--- src/hdl/bus_pkg.sv ---
// wishbone classic widths and the master request and slave response bundles
package bus_pkg;

    localparam int wb_addr_w = 32;
    localparam int wb_data_w = 32;

    // master to slave
    typedef struct packed {
        logic                  cyc;
        logic                  stb;
        logic                  we;
        logic [wb_addr_w-1:0]  adr;
        logic [wb_data_w-1:0]  dat;
    } wb_req_t;

    // slave to master
    typedef struct packed {
        logic                  ack;
        logic [wb_data_w-1:0]  dat;
    } wb_rsp_t;

endpackage

--- src/hdl/rv_isa_pkg.sv ---
// rv32i subset opcodes, control enums and the decoded instruction
package rv_isa_pkg;

    localparam int xlen       = 32;
    localparam int reg_addr_w = 5;

    // addi x0, x0, 0
    localparam logic [xlen-1:0] nop_insn = 32'h0000_0013;

    // major opcodes of the kept instruction set
    typedef enum logic [6:0] {
        opc_op     = 7'b0110011,
        opc_op_imm = 7'b0010011,
        opc_lui    = 7'b0110111,
        opc_auipc  = 7'b0010111,
        opc_jal    = 7'b1101111,
        opc_jalr   = 7'b1100111,
        opc_branch = 7'b1100011,
        opc_load   = 7'b0000011,
        opc_store  = 7'b0100011
    } opcode_e;

    typedef enum logic [3:0] {
        alu_add,
        alu_sub,
        alu_and,
        alu_or,
        alu_xor,
        alu_sll,
        alu_srl,
        alu_sra,
        alu_slt,
        alu_sltu,
        alu_pass_b
    } alu_op_e;

    typedef enum logic {src_a_reg, src_a_pc} src_a_e;
    typedef enum logic {src_b_reg, src_b_imm} src_b_e;

    // the two conditional branches and the two jumps
    typedef enum logic [2:0] {br_none, br_eq, br_ne, br_jal, br_jalr} branch_e;

    typedef enum logic [1:0] {wb_none, wb_alu, wb_load, wb_link} wb_src_e;

    typedef enum logic [1:0] {mem_none, mem_read, mem_write} mem_op_e;

    typedef struct packed {
        alu_op_e                alu_op;
        src_a_e                 src_a;
        src_b_e                 src_b;
        branch_e                branch;
        wb_src_e                wb_src;
        mem_op_e                mem_op;
        logic [reg_addr_w-1:0]  rd;
        logic [reg_addr_w-1:0]  rs1;
        logic [reg_addr_w-1:0]  rs2;
        logic [xlen-1:0]        imm;
    } dec_t;

    // retires with no write and pc plus 4
    localparam dec_t dec_nop = '{
        alu_op: alu_add,
        src_a:  src_a_reg,
        src_b:  src_b_imm,
        branch: br_none,
        wb_src: wb_none,
        mem_op: mem_none,
        rd:     '0,
        rs1:    '0,
        rs2:    '0,
        imm:    '0
    };

endpackage

--- src/hdl/alu.sv ---
// operand select, integer arithmetic and logic, registered result
`timescale 1ns/1ps

module alu (
    input  logic                         clk,
    input  logic                         rst,
    input  logic                         alu_load,
    input  rv_isa_pkg::dec_t             dec,
    input  logic [rv_isa_pkg::xlen-1:0]  pc,
    input  logic [rv_isa_pkg::xlen-1:0]  rs1_data,
    input  logic [rv_isa_pkg::xlen-1:0]  rs2_data,
    output logic [rv_isa_pkg::xlen-1:0]  result,
    output logic                         zero
);
    import rv_isa_pkg::*;

    logic [xlen-1:0]  op_a;
    logic [xlen-1:0]  op_b;
    logic [4:0]       shamt;
    logic [xlen-1:0]  alu_out;

    assign op_a  = (dec.src_a == src_a_pc) ? pc : rs1_data;
    assign op_b  = (dec.src_b == src_b_imm) ? dec.imm : rs2_data;
    assign shamt = op_b[4:0];

    always_comb begin
        case (dec.alu_op)
            alu_sub:    alu_out = op_a - op_b;
            alu_and:    alu_out = op_a & op_b;
            alu_or:     alu_out = op_a | op_b;
            alu_xor:    alu_out = op_a ^ op_b;
            alu_sll:    alu_out = op_a << shamt;
            alu_srl:    alu_out = op_a >> shamt;
            alu_sra:    alu_out = $unsigned($signed(op_a) >>> shamt);
            alu_slt:    alu_out = {31'b0, $signed(op_a) < $signed(op_b)};
            alu_sltu:   alu_out = {31'b0, op_a < op_b};
            alu_pass_b: alu_out = op_b;
            default:    alu_out = op_a + op_b;
        endcase
    end

    always_ff @(posedge clk) begin
        if (!rst) begin
            result <= '0;
        end else if (alu_load) begin
            result <= alu_out;
        end
    end

    // beq and bne look at this in write-back
    assign zero = (result == '0);

endmodule

--- src/hdl/core_fsm.sv ---
// instruction-cycle sequencer, wishbone master and write-back select
`timescale 1ns/1ps

module core_fsm (
    input  logic                         clk,
    input  logic                         rst,
    input  rv_isa_pkg::dec_t             dec,
    input  logic [rv_isa_pkg::xlen-1:0]  pc,
    input  logic [rv_isa_pkg::xlen-1:0]  link,
    input  logic [rv_isa_pkg::xlen-1:0]  alu_result,
    input  logic [rv_isa_pkg::xlen-1:0]  rs2_data,
    input  bus_pkg::wb_rsp_t             wb_rsp,
    output bus_pkg::wb_req_t             wb_req,
    output logic                         ir_load,
    output logic                         alu_load,
    output logic                         pc_load,
    output logic                         rf_we,
    output logic [rv_isa_pkg::xlen-1:0]  rf_wdata,
    output logic [rv_isa_pkg::xlen-1:0]  fetch_word
);
    import rv_isa_pkg::*;
    import bus_pkg::*;

    typedef enum logic [2:0] {
        st_fetch,
        st_decode,
        st_execute,
        st_memory,
        st_writeback
    } state_e;

    state_e                 state;
    // cyc and stb always move together
    logic                   req_q;
    logic                   we_q;
    logic                   bus_done;
    logic [wb_data_w-1:0]   load_data;

    assign bus_done = req_q && wb_rsp.ack;

    // ---------------------------------------------------------
    // sequencer
    // ---------------------------------------------------------
    always_ff @(posedge clk) begin
        if (!rst) begin
            state <= st_fetch;
            req_q <= 1'b0;
            we_q  <= 1'b0;
        end else begin
            case (state)
                st_fetch: begin
                    if (bus_done) begin
                        state <= st_decode;
                        req_q <= 1'b0;
                    end else begin
                        // only the first fetch after reset gets here idle
                        req_q <= 1'b1;
                    end
                end
                st_decode: begin
                    state <= st_execute;
                end
                st_execute: begin
                    if (dec.mem_op != mem_none) begin
                        state <= st_memory;
                        req_q <= 1'b1;
                        we_q  <= (dec.mem_op == mem_write);
                    end else begin
                        state <= st_writeback;
                    end
                end
                st_memory: begin
                    if (bus_done) begin
                        state <= st_writeback;
                        req_q <= 1'b0;
                        we_q  <= 1'b0;
                    end
                end
                st_writeback: begin
                    // next fetch starts with the updated pc
                    state <= st_fetch;
                    req_q <= 1'b1;
                end
                default: begin
                    state <= st_fetch;
                    req_q <= 1'b0;
                    we_q  <= 1'b0;
                end
            endcase
        end
    end

    // read data captured on the load ack
    always_ff @(posedge clk) begin
        if (state == st_memory && bus_done && !we_q) begin
            load_data <= wb_rsp.dat;
        end
    end

    // ---------------------------------------------------------
    // strobes and bus
    // ---------------------------------------------------------
    assign ir_load    = (state == st_fetch) && bus_done;
    assign alu_load   = (state == st_execute);
    assign pc_load    = (state == st_writeback);
    assign rf_we      = pc_load && (dec.wb_src != wb_none);
    assign fetch_word = wb_rsp.dat;

    always_comb begin
        case (dec.wb_src)
            wb_load: rf_wdata = load_data;
            wb_link: rf_wdata = link;
            default: rf_wdata = alu_result;
        endcase
    end

    // address is the pc in fetch and the alu result in memory
    always_comb begin
        wb_req.cyc = req_q;
        wb_req.stb = req_q;
        wb_req.we  = we_q;
        wb_req.adr = (state == st_memory) ? alu_result : pc;
        wb_req.dat = rs2_data;
    end

endmodule

--- src/hdl/cpu_top.sv ---
// multi-cycle rv32i subset core with one shared wishbone master port
`timescale 1ns/1ps

module cpu_top (
    input  logic             clk,
    input  logic             rst,
    output bus_pkg::wb_req_t wb_req,
    input  bus_pkg::wb_rsp_t wb_rsp
);
    import rv_isa_pkg::*;

    dec_t               dec;
    logic               ir_load;
    logic               alu_load;
    logic               pc_load;
    logic               rf_we;
    logic [xlen-1:0]    rf_wdata;
    logic [xlen-1:0]    fetch_word;
    logic [xlen-1:0]    pc;
    logic [xlen-1:0]    link;
    logic [xlen-1:0]    rs1_data;
    logic [xlen-1:0]    rs2_data;
    logic [xlen-1:0]    alu_result;
    logic               alu_zero;

    // ---------------------------------------------------------
    // control
    // ---------------------------------------------------------
    core_fsm u_fsm (
        .clk        (clk),
        .rst        (rst),
        .dec        (dec),
        .pc         (pc),
        .link       (link),
        .alu_result (alu_result),
        .rs2_data   (rs2_data),
        .wb_rsp     (wb_rsp),
        .wb_req     (wb_req),
        .ir_load    (ir_load),
        .alu_load   (alu_load),
        .pc_load    (pc_load),
        .rf_we      (rf_we),
        .rf_wdata   (rf_wdata),
        .fetch_word (fetch_word)
    );

    inst_decoder u_dec (
        .clk        (clk),
        .rst        (rst),
        .ir_load    (ir_load),
        .fetch_word (fetch_word),
        .dec        (dec)
    );

    // ---------------------------------------------------------
    // datapath
    // ---------------------------------------------------------
    pc_unit u_pc (
        .clk      (clk),
        .rst      (rst),
        .pc_load  (pc_load),
        .dec      (dec),
        .rs1_data (rs1_data),
        .alu_zero (alu_zero),
        .pc       (pc),
        .link     (link)
    );

    reg_file u_rf (
        .clk      (clk),
        .rs1      (dec.rs1),
        .rs2      (dec.rs2),
        .rd       (dec.rd),
        .we       (rf_we),
        .wdata    (rf_wdata),
        .rs1_data (rs1_data),
        .rs2_data (rs2_data)
    );

    alu u_alu (
        .clk      (clk),
        .rst      (rst),
        .alu_load (alu_load),
        .dec      (dec),
        .pc       (pc),
        .rs1_data (rs1_data),
        .rs2_data (rs2_data),
        .result   (alu_result),
        .zero     (alu_zero)
    );

endmodule

--- src/hdl/inst_decoder.sv ---
// instruction register, field decode and immediate generation
`timescale 1ns/1ps

module inst_decoder (
    input  logic                         clk,
    input  logic                         rst,
    input  logic                         ir_load,
    input  logic [rv_isa_pkg::xlen-1:0]  fetch_word,
    output rv_isa_pkg::dec_t             dec
);
    import rv_isa_pkg::*;

    logic [xlen-1:0]  ir;
    opcode_e          opc;
    logic [2:0]       funct3;
    logic             f7b5;
    logic [xlen-1:0]  imm_i;
    logic [xlen-1:0]  imm_s;
    logic [xlen-1:0]  imm_b;
    logic [xlen-1:0]  imm_u;
    logic [xlen-1:0]  imm_j;

    // funct7 bit 5 picks sra in both forms and sub only in register ops
    function automatic alu_op_e alu_from_funct(input logic [2:0] f3, input logic b5,
                                               input logic is_reg);
        case (f3)
            3'b000:  return (is_reg && b5) ? alu_sub : alu_add;
            3'b001:  return alu_sll;
            3'b010:  return alu_slt;
            3'b011:  return alu_sltu;
            3'b100:  return alu_xor;
            3'b101:  return b5 ? alu_sra : alu_srl;
            3'b110:  return alu_or;
            default: return alu_and;
        endcase
    endfunction

    always_ff @(posedge clk) begin
        if (!rst) begin
            ir <= nop_insn;
        end else if (ir_load) begin
            ir <= fetch_word;
        end
    end

    assign opc    = opcode_e'(ir[6:0]);
    assign funct3 = ir[14:12];
    assign f7b5   = ir[30];

    // immediate formats
    assign imm_i = {{20{ir[31]}}, ir[31:20]};
    assign imm_s = {{20{ir[31]}}, ir[31:25], ir[11:7]};
    assign imm_b = {{19{ir[31]}}, ir[31], ir[7], ir[30:25], ir[11:8], 1'b0};
    assign imm_u = {ir[31:12], 12'b0};
    assign imm_j = {{11{ir[31]}}, ir[31], ir[19:12], ir[20], ir[30:21], 1'b0};

    always_comb begin
        dec = '{alu_op: alu_add, src_a: src_a_reg, src_b: src_b_imm, branch: br_none,
                wb_src: wb_none, mem_op: mem_none, rd: ir[11:7], rs1: ir[19:15],
                rs2: ir[24:20], imm: imm_i};
        case (opc)
            opc_op: begin
                dec.alu_op = alu_from_funct(funct3, f7b5, 1'b1);
                dec.src_b  = src_b_reg;
                dec.wb_src = wb_alu;
            end
            opc_op_imm: begin
                dec.alu_op = alu_from_funct(funct3, f7b5, 1'b0);
                dec.wb_src = wb_alu;
            end
            opc_lui: begin
                dec.alu_op = alu_pass_b;
                dec.imm    = imm_u;
                dec.wb_src = wb_alu;
            end
            opc_auipc: begin
                dec.src_a  = src_a_pc;
                dec.imm    = imm_u;
                dec.wb_src = wb_alu;
            end
            opc_jal: begin
                dec.branch = br_jal;
                dec.imm    = imm_j;
                dec.wb_src = wb_link;
            end
            opc_jalr: begin
                dec.branch = br_jalr;
                dec.wb_src = wb_link;
            end
            opc_branch: begin
                dec.alu_op = alu_sub;
                dec.src_b  = src_b_reg;
                dec.imm    = imm_b;
                if (funct3 == 3'b000) begin
                    dec.branch = br_eq;
                end else if (funct3 == 3'b001) begin
                    dec.branch = br_ne;
                end else begin
                    dec = dec_nop;
                end
            end
            opc_load: begin
                // word only
                dec.mem_op = mem_read;
                dec.wb_src = wb_load;
                if (funct3 != 3'b010) begin
                    dec = dec_nop;
                end
            end
            opc_store: begin
                dec.mem_op = mem_write;
                dec.imm    = imm_s;
                if (funct3 != 3'b010) begin
                    dec = dec_nop;
                end
            end
            default: dec = dec_nop;
        endcase
    end

endmodule

--- src/hdl/pc_unit.sv ---
// program counter with branch decision, next-address select and link value
`timescale 1ns/1ps

module pc_unit (
    input  logic                         clk,
    input  logic                         rst,
    input  logic                         pc_load,
    input  rv_isa_pkg::dec_t             dec,
    input  logic [rv_isa_pkg::xlen-1:0]  rs1_data,
    input  logic                         alu_zero,
    output logic [rv_isa_pkg::xlen-1:0]  pc,
    output logic [rv_isa_pkg::xlen-1:0]  link
);
    import rv_isa_pkg::*;

    logic [xlen-1:0] pc_plus4;
    logic [xlen-1:0] pc_target;
    logic [xlen-1:0] reg_target;
    logic [xlen-1:0] next_pc;

    assign pc_plus4   = pc + 32'd4;
    assign pc_target  = pc + dec.imm;
    assign reg_target = (rs1_data + dec.imm) & ~32'd1;
    assign link       = pc_plus4;

    // zero comes from the sub done in execute
    always_comb begin
        case (dec.branch)
            br_jal:  next_pc = pc_target;
            br_jalr: next_pc = reg_target;
            br_eq:   next_pc = alu_zero ? pc_target : pc_plus4;
            br_ne:   next_pc = alu_zero ? pc_plus4 : pc_target;
            default: next_pc = pc_plus4;
        endcase
    end

    always_ff @(posedge clk) begin
        if (!rst) begin
            pc <= '0;
        end else if (pc_load) begin
            pc <= next_pc;
        end
    end

endmodule

--- src/hdl/reg_file.sv ---
// 32 x 32 register file with two combinational reads, one write and x0 hardwired
`timescale 1ns/1ps

module reg_file (
    input  logic                               clk,
    input  logic [rv_isa_pkg::reg_addr_w-1:0]  rs1,
    input  logic [rv_isa_pkg::reg_addr_w-1:0]  rs2,
    input  logic [rv_isa_pkg::reg_addr_w-1:0]  rd,
    input  logic                               we,
    input  logic [rv_isa_pkg::xlen-1:0]        wdata,
    output logic [rv_isa_pkg::xlen-1:0]        rs1_data,
    output logic [rv_isa_pkg::xlen-1:0]        rs2_data
);
    import rv_isa_pkg::*;

    localparam int depth = 2 ** reg_addr_w;

    logic [xlen-1:0] regs [depth];

    // writes to x0 are dropped
    always_ff @(posedge clk) begin
        if (we && rd != '0) begin
            regs[rd] <= wdata;
        end
    end

    assign rs1_data = (rs1 == '0) ? '0 : regs[rs1];
    assign rs2_data = (rs2 == '0) ? '0 : regs[rs2];

endmodule

--- config.mk ---
export PLATFORM = sky130hd
export DESIGN_NAME = cpu_top
export DESIGN_NICKNAME = d
export VERILOG_FILES = /design/src/hdl/bus_pkg.sv /design/src/hdl/rv_isa_pkg.sv /design/src/hdl/alu.sv /design/src/hdl/core_fsm.sv /design/src/hdl/cpu_top.sv /design/src/hdl/inst_decoder.sv /design/src/hdl/pc_unit.sv /design/src/hdl/reg_file.sv
export SDC_FILE = /design/constraint.sdc
export NUM_CORES = 2
export LEC_CHECK = 0
export BUFFER_PORTS_ARGS = -buffer_cell sky130_fd_sc_hd__buf_2
export CORE_ASPECT_RATIO = 0.75
export CORE_MARGIN = 1
export CORE_UTILIZATION = 50
export DETAILED_ROUTE_END_ITERATION = 12
export HOLD_SLACK_MARGIN = 0.02
export PLACE_DENSITY = 0.66
export SETUP_SLACK_MARGIN = 0.05
export SYNTH_ARGS = -nofsm -noshare
export SYNTH_HDL_FRONTEND = slang
export SYNTH_SLANG_ARGS = --single-unit
export TNS_END_PERCENT = 100
--- constraint.sdc ---
create_clock -name clk -period 8.1 [get_ports clk]
set_clock_uncertainty 0.1 [all_clocks]
set_input_delay 0.81 -clock clk [delete_from_list [all_inputs] [get_ports clk]]
set_output_delay 0.81 -clock clk [all_outputs]
set_load 0.01 [all_outputs]
==> impl_metrics.env <==
export IMPL_outcome="completed"
export IMPL_clkLatencyLatePin_ns=0.83
export IMPL_finalSetupViolCount=0
export IMPL_grt_pass1_vias=58260
export IMPL_cp_arrival_ns=8.55
export IMPL_final_cell_mix="1049 x edfxtp_1, 654 x nand2_1, 456 x buf_4"
export IMPL_intPower_w=0.01051
export IMPL_rr_endpoint="u_alu.result[29]$_SDFFE_PN0N_"
export IMPL_gr_total_overflow=0
export IMPL_period_minus_slack_ns=8.021
export IMPL_finalHoldViolations=0
export IMPL_holdBufCountCts=0
export IMPL_std_cell_rows=115
export IMPL_fmax_ghz=0.1247
export IMPL_crit_type="reg -> reg"
export IMPL_switchingPower_w=0.005301
export IMPL_cp_slowest_stage_delay_ns=0.46
export IMPL_cts_buffers=114
export IMPL_peakVddDrop_mv=0.2337
export IMPL_grt_max_degree=75
export IMPL_synth_top_cell_by_area="edfxtp_1"
export IMPL_async_reset_ff_share_pct=0
export IMPL_die_w_microns=424.4
export IMPL_finalMaxSlewViolations=0
export IMPL_p_sw_share_pct=33.52
export IMPL_cp_slowest_cell="or4b_1"
export IMPL_syn_inst=6269
export IMPL_ys_types=110
export IMPL_fin_nets=6703
export IMPL_grt_antenna_before_repair=34
export IMPL_start_util_pct=50.71
export IMPL_synthFlopType="edfxtp_1"
export IMPL_fin_crit_sh_pct=99.02
export IMPL_die_area_sq_um=135300
export IMPL_worst_slew_pin_slew_ns=1.468
export IMPL_avgSynthCellArea_sq_um=10.67
export IMPL_min_path_cells=1
export IMPL_ys_seq_area_share_pct=50.10
export IMPL_drive_gt1_share_pct=17.95
export IMPL_pwr_share_comb_pct=23.7
export IMPL_first_pass_iters=7
export IMPL_die_h_microns=318.8
export IMPL_cts_sinks=1150
export IMPL_via_count=64670
export IMPL_pwr_density_cell_nw_per_um2=208.3
export IMPL_met3_usage_pct=25.77
export IMPL_drt_total_wl_microns=353500
export IMPL_r2r_slack_ns=0.08
export IMPL_cts_path_max_buffers=3
export IMPL_cpMostUsedCell="buf_4"
export IMPL_ys_warn_count=0
export IMPL_reg2reg_from="u_dec.ir[13]$_SDFFE_PN0P_"
export IMPL_synth_top_cell_area_share_pct=47.08
export IMPL_critPathLaunchType="flip-flop"
export IMPL_ant_nets=0
export IMPL_dp_cells=8136
export IMPL_cts_tree="yes"
export IMPL_grt_pass1_wl_microns=478300
export IMPL_io_buffers=101
export IMPL_hold_path_class="in -> reg"
export IMPL_synth_edf_count=1049
export IMPL_rsz0062_at_grt="true"
export IMPL_ys_ff_latch=1150
export IMPL_min_to="u_fsm.load_data[0]$_DFFE_PP_"
export IMPL_whs_ns=0.09097
export IMPL_required_ns=8.63
export IMPL_rr_worst_depth=33
export IMPL_cts_max_level=3
export IMPL_cp_max_fo=26
export IMPL_via_per_inst=7.716
export IMPL_drtIter0Drc=14482
export IMPL_drc=0
export IMPL_grtUsageTotal_pct=50.81
export IMPL_path_clk_slew_ns=0.07
export IMPL_core_sq_um=131900
export IMPL_slew_headroom_pct=2.155
export IMPL_wl_per_cell_microns=42.17
export IMPL_cts_root_buffer="clkbuf_16"
export IMPL_stdcell_count=8381
export IMPL_seq_power_share_pct=41.5
export IMPL_area_growth_pct=13.47
export IMPL_busiest_layer="met1"
export IMPL_gp_congestion=1.129
export IMPL_crit_path_end_kind="flip-flop"
export IMPL_fin_setup_tns_ns=0
export IMPL_min_delay_start="wb_rsp[0]"
export IMPL_grt_use_met2_pct=62.60
export IMPL_clkPwrFrac_pct=34.8
export IMPL_synthesis_area_sq_um=66910
export IMPL_synth_area_leaders="edfxtp_1 47%, nand2_1 3.7%, mux2i_1 3.3%, dfxtp_1 3.0%, ha_1 3.0%"
export IMPL_cap_viol_max_count=0
export IMPL_pin_count=102
export IMPL_final_common_cell="edfxtp_1"
export IMPL_hpwlAfterDp_microns=244600
export IMPL_use_met1_pct=71.38
export IMPL_p_leak_nw=27.86
export IMPL_power_w=0.01581
[per-stage QoR]
stage	utilization, %	setup WS (ns)	instance area, sq um
2_1_floorplan	-	0.7906	67000
3_3_place_gp	54.56	-0.3511	71990
3_5_place_dp	54.56	-0.1986	71990
4_1_cts	57.38	0.1794	75710
5_1_grt	57.50	-0.05496	75860
6_report	57.54	0.07917	75920
[how the worst max path moves through the flow]
stage                                    from                            end  slack (ns)  cells past startpoint
detailed placement   u_dec.ir[5]$_SDFFE_PN0P_  u_alu.result[29]$_SDFFE_PN0N_       -0.20                     27
global route        u_dec.ir[13]$_SDFFE_PN0P_  u_alu.result[29]$_SDFFE_PN0N_       -0.05                     28
floorplan            u_dec.ir[6]$_SDFFE_PN0P_  u_alu.result[30]$_SDFFE_PN0N_        0.79                     35
global placement     u_dec.ir[5]$_SDFFE_PN0P_  u_alu.result[29]$_SDFFE_PN0N_       -0.35                     27
CTS                  u_dec.ir[3]$_SDFFE_PN0P_  u_alu.result[29]$_SDFFE_PN0N_        0.18                     30
finish              u_dec.ir[13]$_SDFFE_PN0P_  u_alu.result[29]$_SDFFE_PN0N_        0.08                     33
[per-layer routing]
metal / share of wire, % / up-vias
met5: 0.15 / -
li1: - / 25034
met1: 38 / 31569
met4: 6.5 / 54
met3: 19 / 1308
met2: 36 / 6705
[critical path, delay by kind of cell, from the launching register on]
kind	cells	cell delay (ns)
buffers and inverters	8	1.73
flip-flops	1	0.43
AO/OA/AOI/OAI	14	2.80
AND/OR/NAND/NOR	9	2.11
XOR/XNOR	1	0.14
adder cells (fa/ha/maj)	1	0.38
[synth_stat cells, drive strengths merged, types with 72 or more instances]
cell type  count
a211oi       112
a21o          72
a21oi        355
a221oi       210
a31oi        112
buf          190
clkbuf       296
dfxtp        101
edfxtp      1049
ha           159
inv          143
mux2         175
mux2i        221
nand2        664
nand3        112
nor2         429
nor3         164
o21ai        348
o22ai        166
[flip-flops by register name, summed over array words and instances (netlist names)]
register         count
u_fsm.load_data     32
u_rf.regs         1017
u_pc.pc             32
u_dec.ir            32
u_fsm.req_q          1
u_fsm.we_q           1
u_fsm.state          3
u_alu.result        32
[cells by family after synthesis]
group,after synthesis,share of synthesized area (%)
flip-flops,1150,50.10
XOR/XNOR,102,1.335
other,1,0.005605
multiplexers,467,8.666
buffers and inverters,633,3.959
adder cells (fa/ha/maj),164,3.108
AO/OA/AOI/OAI,2018,20.97
AND/OR/NAND/NOR,1734,11.85
[cell type report]
type | count | area [sq um]
tap | 1755 | 2196
fill | 11070 | 56030
clock inverter | 69 | 705.7
antenna | 24 | 60.06
clock buffer | 144 | 2975
timing repair buffer | 582 | 4429
sequential | 1150 | 33540
inverter | 147 | 554.3
multi-input combinational | 4510 | 31460
[power by group through the flow]
stage	combinational (W)	sequential, W	clock (W)
finish	0.00375	0.00656	0.00550
global route	0.00378	0.00655	0.00564
CTS	0.00346	0.00655	0.00544
detailed placement	0.00343	0.00668	0
global placement	0.00344	0.00668	0
floorplan	0.00185	0.00663	0
[timing repair]
item	CTS	global route
endpoints found under the setup margin	1	5
pin swaps	1	1
resized for setup	4	17
setup buffers	2	6
cloned	0	0
Note: power is estimated with default switching activity, not from simulation.
